==> src/verilog/mem_pkg.sv <==
`default_nettype none

package mem_pkg;

    localparam int data_width = 32;  // rv32 word.
    localparam int off_width  = 2;   // byte offset inside a word.

    // funct3 codes shared by loads and stores.
    typedef enum logic [2:0] {
        f3_byte   = 3'b000,
        f3_half   = 3'b001,
        f3_word   = 3'b010,
        f3_byte_u = 3'b100,
        f3_half_u = 3'b101
    } mem_funct3_e;

    typedef enum logic [1:0] {
        st_idle,
        st_load,
        st_store_read,
        st_store_write
    } seq_state_e;

endpackage

`default_nettype wire

==> src/verilog/store_merge.sv <==
`timescale 1ns/1ps
`default_nettype none

module store_merge (
    input  logic [mem_pkg::data_width-1:0] old_word,
    input  logic [mem_pkg::data_width-1:0] store_data,
    input  mem_pkg::mem_funct3_e           acc_funct3,
    input  logic [mem_pkg::off_width-1:0]  acc_off,
    output logic [mem_pkg::data_width-1:0] new_word
);

    import mem_pkg::*;

    localparam int lanes = data_width / 8;

    logic [lanes-1:0]      lane_en;    // byte lanes taken from store data.
    logic [data_width-1:0] lane_data;  // store data copied into every lane it may land in.

    // the low byte or halfword is replicated across the word, so the
    // lane enables alone pick the addressed position.
    always_comb begin
        case (acc_funct3)
            f3_byte: begin
                lane_en   = 4'b0001 << acc_off;
                lane_data = {4{store_data[7:0]}};
            end
            f3_half: begin
                lane_en   = 4'b0011 << acc_off;  // offset is 0 or 2 here.
                lane_data = {2{store_data[15:0]}};
            end
            f3_word: begin
                lane_en   = 4'b1111;
                lane_data = store_data;
            end
            default: begin
                lane_en   = 4'b0000;  // illegal code keeps the old word.
                lane_data = store_data;
            end
        endcase
    end

    always_comb begin
        for (int i = 0; i < lanes; i++) begin
            if (lane_en[i]) begin
                new_word[8*i +: 8] = lane_data[8*i +: 8];
            end else begin
                new_word[8*i +: 8] = old_word[8*i +: 8];
            end
        end
    end

endmodule

`default_nettype wire

==> config.mk <==
export PLATFORM = sky130hd
export DESIGN_NAME = store_merge
export DESIGN_NICKNAME = d
export VERILOG_FILES = /design/src/verilog/mem_pkg.sv /design/src/verilog/store_merge.sv
export SDC_FILE = /design/constraint.sdc
export NUM_CORES = 1
export LEC_CHECK = 0
export ABC_CLOCK_PERIOD_IN_PS = 4080
export CAP_MARGIN = 5
export CORE_MARGIN = 2
export CORE_UTILIZATION = 42
export DETAILED_ROUTE_END_ITERATION = 6
export DONT_BUFFER_PORTS = 1
export PLACE_DENSITY_LB_ADDON = 0.1
export SETUP_SLACK_MARGIN = 0.15
export SYNTH_ARGS = -nofsm -noshare
export SYNTH_HDL_FRONTEND = slang
export SYNTH_SLANG_ARGS = --single-unit
==> constraint.sdc <==
create_clock -name vclk -period 4.08
set_clock_uncertainty 0.05 [all_clocks]
set_input_delay 0.816 -clock vclk [all_inputs]
set_output_delay 0.816 -clock vclk [all_outputs]
set_load 0.03 [all_outputs]
Yosys cells after proc, flatten, opt, wreduce, memory -nomap -nowiden
Cells that the tools add are included.
W data, S select, Z words.
- register bits: 0
- logic and storage cells: 11
- output and inout port bits: 32
- equality and inequality tests: 2
- reductions and logical operators: 1
- shift-type cells: 2
- muxes and demuxes: 6
- operator list (kind ; number):
    $pmux W32 S2 ; 1
    $mux W8 ; 4
    $pmux W4 S3 ; 1
    $shl A1 B2 Y4 const A ; 1
    $shl A2 B2 Y4 const A ; 1
    $eq A3 B1 Y1 const B ; 1
    $eq A3 B2 Y1 const B ; 1
    $logic_not A3 Y1 ; 1

Longest topological paths before layout
- depth after elaboration: 3
- gate-level depth with buffers: 5
- depth with buffers taken out: 3

Worst setup path after synthesis
OpenSTA, ideal clock, no wires.
- path kind: in2out
- from: input port acc_funct3[0]
- to: output port new_word[10] (netlist name)
- setup slack: 1264 ps
- required time: 3214 ps
- stages: 3
- arrival: 1950 ps
- cell sequence: nor3_2 mux2_2 mux2_2
- word-level cells in the longest chain between the ends: 3
- elaborated cells on any way between the ends: 6
- ends and longest elaborated chain (what ; RTL line ; text):
    start, declared ; store_merge.sv:7 ; input mem_pkg::mem_funct3_e acc_funct3,
    $eq A3 B2 Y1, or another cell as far along ; store_merge.sv:22 ; case (acc_funct3)
    $pmux W4 S3 or $pmux W32 S2 (tied branches) ; store_merge.sv:22 ;
    $mux W8 (*) ; store_merge.sv:44 ; if (lane_en[i]) begin
    end, declared ; store_merge.sv:9 ; output logic [mem_pkg::data_width-1:0] new_word
Mark *: on every way between the ends. The rest lies on a longest branch, timed or not.

Worst setup path after layout
- from: input port acc_funct3[0]
- to: output port new_word[12] (netlist name)
The elaborated chain is that of the path after synthesis.

==> results.py <==
metrics = {
    "critical_path": {
        "cp-end-kind": "output port",
        "path_max_fanout": 14,
        "critPathKind": "in2out",
        "crit_path_start_kind": "input port",
        "arrival_ns": 2.14,
        "crit_chain": "nor3_2 > mux2_2 > mux2_2",
        "crit_top_cell": "mux2_2",
        "cpPeakStageDelay_ns": 0.57,
        "slowest_stage": "nor3_2",
        "crit_required_ns": 3.21,
    },
    "yosys": {
        "ys_types": 17,
        "synth_cells": 91,
        "post_synth.cell_area_avg_um2": 9.72,
        "syn_nets": 160,
        "synth.cell_area_um2": 885,
        "synth_warnings": 0,
        "ys_seq_area_frac": 0,
    },
    "detailed_routing": {
        "drt_iter0_drc": 4,
        "vias_per_cell": 6.47,
        "drtPass1Iterations": 2,
        "drtAntennaViolNets": 0,
        "vias": 731,
        "post_drt_wl_per_cell_um": 21.3,
        "totalWireLength_mm": 2.41,
        "drc": 0,
    },
    "clocking": {
        "cts.repair.resized": 0,
        "hold_buffers": 0,
        "post_cts_buffers": 0,
    },
    "final_layout": {
        "final_common_cell": "mux2_2",
        "area_growth_pct": 0.283,
        "seq_area_um2": 0,
        "postLayoutCellArea_um2": 887,
        "clkbuf_count": 0,
        "drive_gt1_frac": 0.663,
        "stdcell_count": 113,
        "layout_common_cells": "mux2_2 (48), o21ai_0 (17), mux2i_1 (8)",
        "num_antenna_cells": 0,
        "final_nets": 157,
        "nFlopsAndLatches": 0,
    },
    "power_and_ir_drop": {
        "power.density_nw_per_um2": 162,
        "leakage_uw": 0.000290,
        "peakVddDrop_mv": 0.0780,
    },
    "floorplan": {
        "row_count": 16,
        "ios": 101,
        "die_area_um2": 2490,
        "core_area_um2": 1980,
        "die_w_um": 49.9,
        "start_util": 0.446,
        "dieHeight_um": 49.9,
    },
    "sta": {
        "finalHoldViolations": 0,
        "fin_crit_sh": 0.737,
        "rsz0062_at_grt": "no",
        "tightest_slew_ns": 0.686,
        "tns_ns": 0,
        "slew_violations": 0,
        "setup_viol": 0,
        "relSlewSlack": 0.540,
        "finalCriticalPeriod_ns": 3.01,
        "max_freq_ghz": 0.332,
    },
    "global_route": {
        "grt_pass1_vias": 702,
        "overflow": 0,
        "grt_use_total": 0.174,
        "grt_max_degree": 23,
        "antenna_found_initial": 0,
        "grt_pass1_wl_mm": 3.45,
    },
    "hold_path": {
        "whs_path_depth": 1,
        "hold-path-endpoint": "new_word[6]",
        "hold_start": "old_word[6]",
        "hp-class": "in2out",
    },
    "placed_design": {
        "gp_congestion": 0.641,
        "dpl.cell_count": 113,
        "portBuffers": 0,
        "dpl-instance-area_um2": 887,
        "dp_hpwl_mm": 1.91,
    },
    "status": {
        "status": "finished clean",
    },
    "run": {
        "drv_cap": 0,
    },
}
## worst max path at each step
stage,startpoint,endpoint,slack [ns]
6_report,acc_funct3[0],new_word[12],1.07
4_1_cts,acc_funct3[0],new_word[14],1.05
2_1_floorplan,acc_funct3[0],new_word[10],1.26
3_3_place_gp,acc_funct3[0],new_word[11],1.07
3_5_place_dp,acc_funct3[0],new_word[14],1.05
5_1_grt,acc_funct3[0],new_word[10],0.97
## synthesized netlist by cell type
library cell  number  area, um^2
mux2i_1            8        80.1
nand3b_2           1        11.3
a31oi_4            1        21.3
a21oi_4            3        48.8
inv_1              1        3.75
o21bai_1           1        7.51
nand2b_1           2        12.5
buf_4              1        7.51
a21o_4             1        15.0
o21ai_0           17        85.1
nor3_2             1        10.0
buf_2              1        5.00
or2_2              1        6.26
clkbuf_1           2        7.51
mux2_2            48         541
buf_6              1        11.3
or3_4              1        11.3
## report_power, final
group | switching [uW] | internal [uW] | total, uW | leakage (uW)
clock network | 0 | 0 | 0 | 0
registers | 0 | 0 | 0 | 0
logic | 90.9 | 52.5 | 143 | 0.000290
total | 90.9 | 52.5 | 143 | 0.000290
## cells by family (layout without fill, tap and decap cells)
family,count (synthesis),count (layout),synth area share
mux,56,56,0.702
compound gates,23,23,0.201
simple gates,6,6,0.0580
buf+inv,6,1,0.0396
## worst max-delay path, delay by kind of cell
family | cells | cell delay [ns]
mux | 2 | 0.75
simple gates | 1 | 0.57
## through the flow
step	total power, uW	utilization	hold WS [ns]	setup WS, ns
2_1_floorplan	141	-	1.81	1.26
3_3_place_gp	144	0.448	1.81	1.07
3_5_place_dp	145	0.448	1.81	1.05
4_1_cts	145	0.448	1.81	1.05
5_1_grt	150	0.448	1.81	0.970
6_report	143	0.448	1.81	1.07
## layer usage
layer	vias up	GRT usage	wire length [um]
li1	343	-	-
met1	342	0.207	918
met2	46	0.349	1300
met3	0	0.0152	191
met4	0	0	0
met5	-	0	0
## final cells by class
| class | instances | area (um^2) |
|---|---|---|
| Tap cell | 27 | 33.8 |
| Fill cell | 194 | 1090 |
| Multi-Input combinational cell | 85 | 850 |
| Inverter | 1 | 3.75 |
Note: power is estimated with default switching activity, not from simulation.
