<file path="src/verilog/mem_pkg.sv">
`default_nettype none

package mem_pkg;

    localparam int data_width = 32;  // rv32 word.
    localparam int off_width  = 2;   // byte offset inside a word.

    // funct3 codes shared by loads and stores.
    typedef enum logic [2:0] {
        f3_byte   = 3'b000,
        f3_half   = 3'b001,
        f3_word   = 3'b010,
        f3_byte_u = 3'b100,
        f3_half_u = 3'b101
    } mem_funct3_e;

    typedef enum logic [1:0] {
        st_idle,
        st_load,
        st_store_read,
        st_store_write
    } seq_state_e;

endpackage

`default_nettype wire

</file>
<file path="src/verilog/mem_sequencer.sv">
`timescale 1ns/1ps
`default_nettype none

module mem_sequencer #(
    parameter int addr_width = 11
) (
    input  logic                                      clk,
    input  logic                                      rst_n,
    input  logic                                      req,
    input  logic                                      we,
    input  mem_pkg::mem_funct3_e                      funct3,
    input  logic [addr_width-1:0]                     addr,
    output logic                                      busy,
    output logic                                      rd_valid,
    output logic                                      fault,
    output logic [addr_width-mem_pkg::off_width-1:0]  ram_addr,
    output logic                                      ram_we,
    output mem_pkg::mem_funct3_e                      acc_funct3,
    output logic [mem_pkg::off_width-1:0]             acc_off
);

    import mem_pkg::*;

    seq_state_e state;
    seq_state_e next_state;
    seq_state_e req_state;  // phase an incoming request starts in.

    logic                           accept;
    logic                           legal_f3;
    logic                           aligned;
    logic [addr_width-off_width-1:0] word_addr_q;

    assign accept = req && !busy;

    // funct3 legality and alignment of the incoming request.
    always_comb begin
        legal_f3 = 1'b0;
        aligned  = 1'b0;
        case (funct3)
            f3_byte: begin
                legal_f3 = 1'b1;
                aligned  = 1'b1;
            end
            f3_half: begin
                legal_f3 = 1'b1;
                aligned  = !addr[0];
            end
            f3_word: begin
                legal_f3 = 1'b1;
                aligned  = (addr[1:0] == 2'b00);
            end
            f3_byte_u: begin
                legal_f3 = !we;  // unsigned codes are loads only.
                aligned  = 1'b1;
            end
            f3_half_u: begin
                legal_f3 = !we;
                aligned  = !addr[0];
            end
            default: begin
                legal_f3 = 1'b0;
            end
        endcase
    end

    // the RAM read of a store is issued in the request cycle itself,
    // so the registered state goes straight on to the write phase.
    always_comb begin
        req_state = st_idle;
        if (accept && legal_f3 && aligned) begin
            req_state = we ? st_store_read : st_load;
        end
    end

    assign next_state = (req_state == st_store_read) ? st_store_write : req_state;

    always_ff @(posedge clk or negedge rst_n) begin
        if (!rst_n) begin
            state <= st_idle;
            fault <= 1'b0;
        end else begin
            state <= next_state;
            fault <= accept && !(legal_f3 && aligned);
        end
    end

    always_ff @(posedge clk) begin
        if (accept) begin
            acc_funct3  <= funct3;
            acc_off     <= addr[off_width-1:0];
            word_addr_q <= addr[addr_width-1:off_width];
        end
    end

    assign busy     = (state == st_store_write);
    assign ram_we   = (state == st_store_write);
    assign rd_valid = (state == st_load);
    assign ram_addr = busy ? word_addr_q : addr[addr_width-1:off_width];  // write back in place.

    a_no_req_busy: assert property (@(posedge clk) disable iff (!rst_n) req |-> !busy)
        else $error("req issued while busy");

    a_valid_fault: assert property (@(posedge clk) disable iff (!rst_n) !(rd_valid && fault))
        else $error("rd_valid and fault high together");

endmodule

`default_nettype wire

</file>
<file path="config.mk">
export PLATFORM = sky130hd
export DESIGN_NAME = mem_sequencer
export DESIGN_NICKNAME = d
export VERILOG_FILES = /design/src/verilog/mem_pkg.sv /design/src/verilog/mem_sequencer.sv
export SDC_FILE = /design/constraint.sdc
export NUM_CORES = 1
export LEC_CHECK = 0
export BUFFER_PORTS_ARGS = -buffer_cell sky130_fd_sc_hd__buf_4
export CAP_MARGIN = 20
export CORE_MARGIN = 2
export CORE_UTILIZATION = 39
export CTS_CLUSTER_SIZE = 30
export DETAILED_ROUTE_END_ITERATION = 16
export PLACE_DENSITY = 0.71
export SLEW_MARGIN = 20
export SYNTH_ARGS = -nofsm -noshare
export SYNTH_HDL_FRONTEND = slang
export SYNTH_SLANG_ARGS = --single-unit
</file>
<file path="constraint.sdc">
create_clock -name clk -period 1.9 [get_ports clk]
set_input_delay 0.38 -clock clk [delete_from_list [all_inputs] [get_ports clk]]
set_output_delay 0.38 -clock clk [all_outputs]
set_load 0.01 [all_outputs]
</file>
Yosys cells after proc, flatten, opt, wreduce, memory -nomap -nowiden
Index checks and enable logic that the tools add are counted.
{"block": "word_totals", "latch_bits": 0, "memories": 0, "wordCells": 33, "output_inout_bits": 18, "mem_bits_ro": 0, "register_bits": 17, "ram_bits": 0}
{"block": "classes", "shifts": 0, "n_eq_ne": 7, "add_sub_neg": 0, "n_mul": 0, "div": 0, "mux": 6, "magnitude_cmp": 0, "reduce_logical": 15, "bitwise_logic": 0}
{"operator": "$mux 9", "n": 1}
{"operator": "$eq 3x3->1 const B", "n": 2}
{"operator": "$mux 2", "n": 3}
{"operator": "$reduce_or 2->1", "n": 3}
{"operator": "$logic_and 1x1->1", "n": 5}
{"operator": "$eq 2x2->1 const B", "n": 2}
{"operator": "$logic_not 1->1", "n": 4}
{"operator": "$eq 3x1->1 const B", "n": 1}
{"operator": "$eq 3x2->1 const B", "n": 1}
{"operator": "$logic_not 3->1", "n": 1}
{"operator": "$pmux 1 s3", "n": 1}
{"operator": "$reduce_or 3->1", "n": 1}
{"operator": "$eq 2x1->1 const B", "n": 1}
{"operator": "$logic_not 2->1", "n": 1}
{"operator": "$pmux 1 s2", "n": 1}

Longest topological paths before layout
{"block": "logic_depth", "ltp_word": 8, "ltp_mapped": 3, "ltp_nobuf": 2}

Worst setup path before layout
OpenSTA, ideal clock, no wires.
{"block": "synth_timing", "path_type": "reg2out", "startpoint": "register state[1]", "endpoint": "output ram_addr[0] (netlist bit)", "path_buffers": 0, "setup_slack_ns": 0.507, "arrival_ns": 1.013, "path_stages_with_launch": 3, "path_cell_list": "dfrtp_1 nand2_1 mux2_2"}
{"block": "synth_via", "elab_chain_cells": 2}
{"element": "start: declaration", "line": "mem_sequencer.sv:24", "rtl": "seq_state_e state;"}
{"element": "start signal: assignment", "line": "mem_sequencer.sv:79", "rtl": "state <= st_idle;"}
{"element": "start signal: assignment", "line": "mem_sequencer.sv:82", "rtl": "state <= next_state;"}
{"element": "$eq 2x2->1", "line": "mem_sequencer.sv:95", "rtl": "assign busy = (state == st_store_write);"}
{"element": "$mux 9", "line": "mem_sequencer.sv:98", "rtl": "assign ram_addr = busy ? word_addr_q : addr[addr_width-1:off_width];"}
{"element": "end: declaration", "line": "mem_sequencer.sv:16", "rtl": "output logic [addr_width-mem_pkg::off_width-1:0] ram_addr,"}
Every way passes these cells.

Worst setup path in the final report
{"block": "layout_timing", "startpoint": "register state[1]", "endpoint": "output ram_addr[6] (netlist bit)"}
The elaborated chain is that of the path after synthesis.

==> flow_summary_export.csv <==
group,metric,value,unit
finish,antennaDiodeCount,0,
yosys,netlist_area,686,um^2
worst_setup_path,regToRegEndpoint,"word_addr_q[2]",
pwr,power.density,717,nW/um^2
floorplan,die_area,2110,um^2
global_routing,grt_max_degree,11,
clock_network,clock_path_buffers,2,
worst_setup_path,reg2reg_setup_slack,0.73,ns
placement,gp_congestion,0.656,
finish,layout_common_cells,"37 x buf_4, 14 x edfxtp_1, 9 x mux2_2",
yosys,yosysTopAreaCellShare,61.3,%
yosys,synth_seq_cells,17,
worst_setup_path,worstPathRequired,1.52,ns
run_status,status,"completed",
clock_network,cts_tree,"done",
global_routing,antenna_found_initial,0,
placement,port_buffers,35,
worst_setup_path,critPathLaunchType,"flop",
sta,hold_viol,0,
clock_network,root_buffer,"clkbuf_4",
placement,dp_hpwl,963,um
yosys,synth_top_area_cell,"edfxtp_1",
hold_path,min_from,"funct3[1]",
hold_path,hp-class,"in2reg",
worst_setup_path,crit_chain,"nand2_2, mux2_2, buf_4",
floorplan,fp.dieW,45.9,um
pwr,power.total,730,uW
finish,layout.cells.most_common,"buf_4",
global_routing,grt_pass1_vias,436,
yosys,ys.warnings.count,0,
worst_setup_path,end_kind,"output pin",
detailed_routing,first_pass_iters,4,
yosys,avgSynthCellArea,18.0,um^2
worst_setup_path,worst-path-buf-inv,1,
worst_setup_path,worst-r2r-cell-count,3,
yosys,syn-num-nets,56,
worst_setup_path,crit_slowest_cell,"dfrtp_1",
worst_setup_path,critPathKind,"reg2out",
yosys,synth_seq_area_share,72.3,%
clock_network,worstSkewPairLatency,0.29,ns
clock_network,h-tree-depth,1,
yosys,syn_inst,38,
worst_setup_path,cp_data_arrival_time,1.41,ns
detailed_routing,drc,0,
sta,rsz0062_at_grt,"false",
detailed_routing,wl_per_cell,13.0,um
floorplan,die_h,45.9,um
finish,final_layout_size_suffix_gt1_share,70.9,%
floorplan,io_pins,36,
detailed_routing,routed_via_density,4.90,
detailed_routing,drtAntennaViolNets,0,
clock_network,cts_setup_buffers,0,
floorplan,start_util,40.6,%
sta,fin_worst_skew,0.00476,ns
global_routing,grt_usage,13.5,%
clock_network,cts_buffers,3,
yosys,netlist_top_cells_area,"edfxtp_1 61%, mux2_2 15%, dfrtp_1 11%",
sta,relSlewSlack,85.0,%
sta,fmax,0.558,GHz
floorplan,rows,15,
worst_setup_path,crit_family,"flip-flops",
worst_setup_path,reg2reg_from,"state[1]",
sta,drv_slew,0,
detailed_routing,vias,470,
sta,setup_viol,0,
sta,finalCritPeriodShare,94.3,%
pwr,vdd_drop_max,0.429,mV
finish,synthToLayoutAreaGrowth,48.4,%
clock_network,clk_pin_slew,0.10,ns
sta,tightest_slew,0.225,ns
global_routing,grt_pass1_wl,1890,um
global_routing,grt-ovfl-total,0,
hold_path,holdPathStages,1,
placement,dp_slack,0.281,ns
sta,finalCriticalPeriod,1.79,ns
hold_path,holdPathEnd,"acc_funct3[1]",
sta,setup_tns,0,ns
worst_setup_path,slowest_delay,0.41,ns
finish,utilization,60.2,%
floorplan,design.core.area,1690,um^2
sta,worst_slack,0.108,ns
detailed_routing,drtIter0Drc,5,
pwr,p_leak,0.000462,uW
job,drv_cap,0,
worst_setup_path,critPathMaxFanout,10,
detailed_routing,finalWirelength,1250,um
yosys,synth_cell_types,13,
finish,nNetsFinal,98,
clock_network,cts.sinks,17,
kinds of logic (layout without fill, tap and decap cells):
logic type             count (synthesis)  in the layout  synth area share, %
flip-flops                            17             17                 72.3
multiplexers                           9              9                 14.8
AO/OA/AOI/OAI                          4              4                 5.66
AND/OR/NAND/NOR                        4              4                 4.56
buffers and inverters                  4             45                 2.74
worst max-delay path by stage:
stage	startpoint	to	slack, ns	depth (start not counted)
after detailed placement	state[1]	ram_addr[6]	0.28	3
after floorplan	state[1]	ram_addr[0]	0.51	2
after global routing	state[1]	ram_addr[6]	0.03	3
after global placement	state[1]	ram_addr[0]	0.30	3
final	state[1]	ram_addr[6]	0.11	3
after CTS	state[1]	ram_addr[6]	0.07	3
flip-flops by register name (all words and copies together) (netlist names):
signal,flops
acc_off,2
word_addr_q,9
acc_funct3,3
fault,1
state,2
metal layers:
| metal | wire (um) | vias to the layer above | GRT usage (%) |
|---|---|---|---|
| met5 | 0 | - | 0 |
| met4 | 0 | 0 | 10.3 |
| met3 | 143 | 0 | 7.14 |
| met2 | 647 | 21 | 20.6 |
| met1 | 458 | 224 | 13.9 |
| li1 | - | 225 | - |
layout make-up:
class	count	area, um^2
clock inverters	1	5.00
inverters	3	11.3
fillers	144	672
flip-flops and latches	17	495
multi-input cells	17	174
clock buffers	3	22.5
repair buffers	38	288
well taps	17	21.3
timing repair:
item / CTS / global route
resized for setup: 1 / 0
endpoints found under the hold margin: 3 / 0
setup endpoints to repair: 9 / 0
hold buffers: 1 / 0
synth_stat cells:
| master | instances |
|---|---|
| mux2_2 | 9 |
| a21bo_2 | 1 |
| nor2b_1 | 1 |
| a211oi_2 | 1 |
| inv_1 | 3 |
| edfxtp_1 | 14 |
| and3b_2 | 1 |
| dfrtp_1 | 3 |
| buf_4 | 1 |
| a21oi_1 | 1 |
| a221o_2 | 1 |
| nand2_1 | 1 |
| or4_4 | 1 |
report_power, final:
part,internal (uW),total (uW),switching (uW)
combinational,65.4,109,43.4
sequential,427,433,5.87
clock,78.2,188,110
total,571,730,159
metrics by stage:
stage	instances	cell area, um^2	hold WS (ns)
final	96	1020	0.271
after detailed placement	91	977	0.170
after floorplan	38	686	0.0844
after global routing	96	1020	0.248
after CTS	96	1020	0.253
after global placement	91	977	0.169
Power figures use the tool's default switching activity.
