$ cat config.mk
export PLATFORM = sky130hd
export DESIGN_NAME = load_extend
export DESIGN_NICKNAME = d
export VERILOG_FILES = /design/src/verilog/mem_pkg.sv /design/src/verilog/load_extend.sv
export SDC_FILE = /design/constraint.sdc
export NUM_CORES = 1
export LEC_CHECK = 0
export BUFFER_PORTS_ARGS = -buffer_cell sky130_fd_sc_hd__buf_2
export CORE_UTILIZATION = 24
export DETAILED_ROUTE_END_ITERATION = 8
export SLEW_MARGIN = 25
export SYNTH_ARGS = -nofsm -noshare
export SYNTH_HDL_FRONTEND = slang
export SYNTH_SLANG_ARGS = --single-unit
export TNS_END_PERCENT = 20
$ cat constraint.sdc
create_clock -name vclk -period 2.55
set_input_delay 0 -clock vclk [all_inputs]
set_output_delay 0 -clock vclk [all_outputs]
set_load 0.005 [all_outputs]
$ cat src/verilog/mem_pkg.sv
`default_nettype none

package mem_pkg;

    localparam int data_width = 32;  // rv32 word.
    localparam int off_width  = 2;   // byte offset inside a word.

    // funct3 codes shared by loads and stores.
    typedef enum logic [2:0] {
        f3_byte   = 3'b000,
        f3_half   = 3'b001,
        f3_word   = 3'b010,
        f3_byte_u = 3'b100,
        f3_half_u = 3'b101
    } mem_funct3_e;

    typedef enum logic [1:0] {
        st_idle,
        st_load,
        st_store_read,
        st_store_write
    } seq_state_e;

endpackage

`default_nettype wire

$ cat src/verilog/load_extend.sv
`timescale 1ns/1ps
`default_nettype none

module load_extend (
    input  logic [mem_pkg::data_width-1:0] word,
    input  mem_pkg::mem_funct3_e           acc_funct3,
    input  logic [mem_pkg::off_width-1:0]  acc_off,
    output logic [mem_pkg::data_width-1:0] rdata
);

    import mem_pkg::*;

    logic [data_width-1:0] shifted;  // addressed byte or half moved to bit 0.

    assign shifted = word >> {acc_off, 3'b000};

    always_comb begin
        case (acc_funct3)
            f3_byte: begin
                rdata = {{(data_width-8){shifted[7]}}, shifted[7:0]};
            end
            f3_half: begin
                rdata = {{(data_width-16){shifted[15]}}, shifted[15:0]};
            end
            f3_byte_u: begin
                rdata = {{(data_width-8){1'b0}}, shifted[7:0]};
            end
            f3_half_u: begin
                rdata = {{(data_width-16){1'b0}}, shifted[15:0]};
            end
            default: begin
                rdata = word;  // word loads pass through.
            end
        endcase
    end

endmodule

`default_nettype wire

* Word-level counts from Yosys, hierarchy flattened
Cells that the tools add are included.
** Word-level totals
- Register bits after elaboration :: 0
- Input port bits :: 37
- Output and inout bits :: 32
- Word-level logic and storage cells :: 6
** Cells by class
- Eq/ne operators :: 3
- Shifts and indexed selects :: 1
- Muxes and demuxes :: 1
- Reduce and logical (&&, ||, !) cells :: 1
** Operator list (count)
- case mux 32 bit (4 select lines) :: 1
- >> shifter 32 x 5 -> 16 bit :: 1
- equality test 3 bit, second input constant :: 2
- equality test 3 x 1 -> 1 bit, second input constant :: 1
- logical NOT 3 bit :: 1

* Longest topological paths before layout
Gate-level depths: netlist of the first run.
- Depth in word-level cells :: 2
- Mapped depth :: 4
- Mapped depth without buffers :: 3

* Worst setup path before layout of the first run
No wires, ideal clock.
- Kind :: input-to-output
- Start :: input port acc_off[0] in the netlist's numbering
- End :: output port rdata[21] in the netlist's numbering
- Arrival :: 1.003 ns
- Data required time :: 2.550 ns
- Slack :: 1.547 ns
- Stages on the path :: 4
- Path buffers :: 1
- Cell sequence :: mux4_2 -> o211ai_4 -> buf_6 -> o21ai_0
** On the way
- Word-level cells in the longest chain between the ends :: 2
** Ends and longest elaborated chain
- start: declaration :: RTL line load_extend.sv:7 : input logic [mem_pkg::off_width-1:0] acc_off,
- >> shifter 32 x 5 -> 16 bit :: RTL line load_extend.sv:15 : assign shifted = word >> {acc_off, 3'b000};
- case mux 32 bit (4 select lines) :: RTL line load_extend.sv:18 : case (acc_funct3)
- end: declaration :: RTL line load_extend.sv:8 : output logic [mem_pkg::data_width-1:0] rdata
Every way passes these cells.

* Worst setup path in the final report of the first run
- Start :: input port acc_off[1] in the netlist's numbering
- End :: output port rdata[20] in the netlist's numbering
Same word-level chain as after synthesis.

==> results.sh, run 1 <==
export IMPL_combPwrFrac_pct=100.0
export IMPL_intPower_uw=95.7
export IMPL_rsz0062_at_grt="false"
export IMPL_cts_resized=0
export IMPL_timing_final_crit_period_ns=1.63
export IMPL_status="completed"
export IMPL_syn_nets=143
export IMPL_peakVddDrop_mv=0.107
export IMPL_avgSynthCellArea_um2=6.53
export IMPL_dr_pass1_iters=4
export IMPL_drt_vias_per_instance=5.42
export IMPL_drtAntennaViolNets=0
export IMPL_slew_violations=0
export IMPL_antenna_found_initial=0
export IMPL_hold_depth=4
export IMPL_crit_fanout=17
export IMPL_design_seq_count=0
export IMPL_drive_gt1_share_pct=49.1
export IMPL_seq_area_frac_synth_pct=0
export IMPL_cap_violations=0
export IMPL_finish_utilization_pct=37.9
export IMPL_dp_hpwl_um=2230
export IMPL_drt_iter0_markers=40
export IMPL_overflow=0
export IMPL_yosys_warnings=0
export IMPL_grt_max_degree=40
export IMPL_dp_cells=198
export IMPL_max_freq_ghz=0.615
export IMPL_worst_hold_startpoint="word[5]"
export IMPL_wl_um=2870
export IMPL_p_sw_share_pct=53.8
export IMPL_seq_power_share_pct=0
export IMPL_via_count=1073
export IMPL_power_density_nw_per_um2=200
export IMPL_boundaryPins=69
export IMPL_gp_congestion=0.820
export IMPL_power_leakage_uw=0.000536
export IMPL_hold_path_class="in2out"
export IMPL_p_clk_share_pct=0
export IMPL_ff_latch_area_um2=0
export IMPL_core_um2=2730
export IMPL_start_util_pct=25.3
export IMPL_synthCells=106
export IMPL_slew_headroom_pct=58.7
export IMPL_netlist_area_um2=692
export IMPL_grt_use_total_pct=16.8
export IMPL_area_growth_syn_to_layout_pct=49.7
export IMPL_crit_required_ns=2.55
export IMPL_p_switching_uw=111
export IMPL_num_clock_buffers=0
export IMPL_instances_no_fill=198
export IMPL_arrival_ns=1.63
export IMPL_rows=19
export IMPL_period_share_pct=63.8
export IMPL_finalSetupViolations=0
export IMPL_die_w_um=55.7
export IMPL_finalSetupTns_ns=0
export IMPL_endpoint_kind="primary output"
export IMPL_endpoint="rdata[20]"
export IMPL_wire_per_inst_um=14.5
export IMPL_hold_viol=0
export IMPL_start_kind="input pin"
export IMPL_dieArea_um2=3100
export IMPL_fin_nets=206
export IMPL_synth_cell_types=26
export IMPL_worstMarginPinSlew_ns=0.620
export IMPL_post_cts_buffers=0
export IMPL_n_antenna_cell=0
export IMPL_drc=0
export IMPL_cts_hold_buf=0
export IMPL_grt_pass1_vias=981
export IMPL_grt_pass1_wl_um=4400
export IMPL_portBuffers=69
export IMPL_die_h_um=55.7
export IMPL_cp_startpoint="acc_off[1]"
export IMPL_criticalPathCategory="in2out"
[kinds of logic (layout without fill, tap and decap cells)]
family,count (synthesis),count (layout),share of synthesized area (%)
AO/OA/AOI/OAI,48,48,51.7
AND/OR/NAND/NOR,34,34,19.9
multiplexers,12,12,20.4
buffers and inverters,12,73,7.95
[synth_stat cells, drive strengths merged]
| master | count | area [um2] |
|---|---|---|
| a21oi | 1 | 8.76 |
| a221oi | 6 | 70.1 |
| a22o | 2 | 17.5 |
| a22oi | 5 | 37.5 |
| a2bb2oi | 1 | 8.76 |
| buf | 2 | 16.3 |
| clkbuf | 6 | 23.8 |
| inv | 4 | 15.0 |
| mux2 | 7 | 78.8 |
| mux2i | 4 | 40.0 |
| mux4 | 1 | 22.5 |
| nand2 | 31 | 116 |
| nand4 | 1 | 6.26 |
| nor2b | 2 | 15.0 |
| o211ai | 1 | 21.3 |
| o21ai | 21 | 105 |
| o21bai | 1 | 7.51 |
| o221a | 1 | 11.3 |
| o2bb2ai | 1 | 8.76 |
| o311ai | 1 | 8.76 |
| o31ai | 7 | 52.6 |
[placed cells by master (no fill, tap or decap), drive strengths merged, types with 4 or more instances in the layout]
cell type,netlist,layout
nand2,31,31
o31ai,7,7
a22oi,5,5
mux2i,4,4
o21ai,21,21
mux2,7,7
a221oi,6,6
inv,4,4
buf,2,69
[per-layer routing]
metal  up-vias  GRT usage, %  wire [um]
met5         -             0          0
met4         0          1.43          0
met3         0          1.16        183
met2        44          31.5       1500
met1       500          21.7       1190
li1        529             -          -
[final cells by class]
class / instances / area, um2
fillers: 306 / 1700
inverters: 4 / 15.0
multi-input cells: 94 / 637
well taps: 31 / 38.8
repair buffers: 69 / 345
[how the worst min path moves through the flow]
stage	slack, ns	endpoint
floorplan	0.1	rdata[10]
global placement	0.26	rdata[5]
detailed placement	0.27	rdata[5]
CTS	0.27	rdata[5]
global route	0.31	rdata[0]
finish	0.26	rdata[5]
[stage by stage]
step           setup slack [ns]  power (uW)  hold WS [ns]  instance area (um2)
6_report                  0.923         207         0.263                 1040
5_1_grt                   0.788         226         0.308                 1040
4_1_cts                   0.909         207         0.267                 1040
3_5_place_dp              0.915         206         0.266                 1040
3_3_place_gp              0.989         201         0.263                 1040
2_1_floorplan              1.55         111        0.0984                  692
[worst max-delay path: stages]
cell	delay [ns]
buf_2	0.28
mux2_2	0.40
a221oi_4	0.56
o21ai_0	0.22
buf_2	0.16
[power by group through the flow]
stage	clock (uW)	sequential, uW	combinational, uW
global placement	0	0	201
finish	0	0	207
global route	0	0	226
detailed placement	0	0	206
CTS	0	0	207
floorplan	0	0	111
No activity file was read; power rests on OpenSTA's default activity.
==> run 2, diff against run 1 <==
Clock period 2.55 ns to 1.6 ns, I/O delays scaled along.
==> run 2 against run 1 <==
- sequential share of layout area unchanged
- worst hold slack better by 0.0055 ns
- design area up 5.1%
- flip-flop and latch count unchanged
- critical path depth unchanged
- critical path type unchanged
- largest cell class unchanged
- highest routed layer unchanged
==> results.sh, run 2 (synthesis results as in run 1) <==
export IMPL_status="completed"
export IMPL_grt_use_total_pct=17.3
export IMPL_p_total_uw=345
export IMPL_hold_viol=0
export IMPL_antenna_found_initial=0
export IMPL_finalSetupViolations=0
export IMPL_grt_pass1_vias=979
export IMPL_grt_pass1_wl_um=4510
export IMPL_critPathSlowestCell="mux4_2"
export IMPL_dp_hpwl_um=2280
export IMPL_num_clock_buffers=0
export IMPL_drt_iter0_markers=31
export IMPL_finish_utilization_pct=39.8
export IMPL_power_density_nw_per_um2=317
export IMPL_most_common_layout_cells="buf_2 (69), nand2_1 (31), o21ai_0 (17)"
export IMPL_slew_violations=0
export IMPL_drt_vias_per_instance=5.31
export IMPL_drc=0
export IMPL_layout_commonest_cell="buf_2"
export IMPL_hold_ws_ns=0.269
export IMPL_peakVddDrop_mv=0.178
export IMPL_via_count=1088
export IMPL_worstPathCellList="buf_2, mux4_2, o211ai_4, o21ai_0, buf_2"
export IMPL_crit_fanout=16
export IMPL_cap_violations=0
export IMPL_start_kind="input pin"
export IMPL_endpoint_kind="primary output"
export IMPL_rows=19
export IMPL_fin_nets=213
export IMPL_portBuffers=69
export IMPL_cts_resized=0
export IMPL_gp_congestion=0.855
export IMPL_die_h_um=55.7
export IMPL_finalSetupTns_ns=0
export IMPL_rsz0062_at_grt="false"
export IMPL_crit_required_ns=1.60
export IMPL_wl_um=2840
export IMPL_cp_startpoint="word[23]"
export IMPL_area_growth_syn_to_layout_pct=57.3
export IMPL_grt_max_degree=22
export IMPL_post_cts_buffers=0
export IMPL_cpMostUsedCell="buf_2"
export IMPL_hold_path_class="in2out"
export IMPL_core_um2=2730
export IMPL_dieArea_um2=3100
export IMPL_wire_per_inst_um=13.9
export IMPL_cp_slowest_stage_delay_ns=0.55
export IMPL_period_share_pct=85.8
export IMPL_ff_latch_area_um2=0
export IMPL_design_seq_count=0
export IMPL_n_antenna_cell=0
export IMPL_power_leakage_uw=0.000570
export IMPL_arrival_ns=1.37
export IMPL_overflow=0
export IMPL_cts_hold_buf=0
export IMPL_drtAntennaViolNets=0
export IMPL_timing_final_crit_period_ns=1.37
export IMPL_max_freq_ghz=0.729
export IMPL_drive_gt1_share_pct=51.1
export IMPL_criticalPathCategory="in2out"
export IMPL_die_w_um=55.7
export IMPL_dr_pass1_iters=4
export IMPL_slew_headroom_pct=70.0
export IMPL_endpoint="rdata[26]"
export IMPL_start_util_pct=25.3
export IMPL_worstMarginPinSlew_ns=0.449
export IMPL_boundaryPins=69
## run 2: how the worst min path moves through the flow
stage,cells past startpoint,slack (ns),startpoint,endpoint
finish,4,0.27,word[5],rdata[5]
global route,4,0.29,word[4],rdata[4]
CTS,4,0.27,word[5],rdata[5]
detailed placement,4,0.27,word[5],rdata[5]
global placement,4,0.27,word[1],rdata[1]
floorplan,2,0.1,word[10],rdata[10]
## run 2: power breakdown
part           total [uW]  switching [uW]  internal, uW
registers               0               0             0
clock network           0               0             0
logic                 345             179           166
## run 2: final cells by class
cell class                      count  area, um2
Tap cell                           31       38.8
Timing Repair Buffer               76        398
Inverter                            4       15.0
Multi-Input combinational cell     94        637
Fill cell                         296       1650
## run 2: metrics by stage
step | worst slack (ns) | cell area [um2] | cells
after floorplan | 0.597 | 692 | 106
after global placement | 0.120 | 1070 | 202
after detailed placement | 0.105 | 1070 | 202
after CTS | 0.0960 | 1070 | 202
after global routing | 0.108 | 1090 | 205
final | 0.228 | 1090 | 205
## run 2: worst max-delay path, delay by kind of cell
| kind | cells | cell delay [ns] |
|---|---|---|
| AO/OA/AOI/OAI | 2 | 0.54 |
| buffers and inverters | 2 | 0.28 |
| multiplexers | 1 | 0.55 |
## run 2: metal layers
metal | GRT usage, % | wire length [um] | up-vias
met5 | 0 | 0 | -
met4 | 0 | 0 | 0
met3 | 1.40 | 141 | 0
met2 | 33.0 | 1510 | 37
met1 | 22.1 | 1180 | 510
li1 | - | - | 541
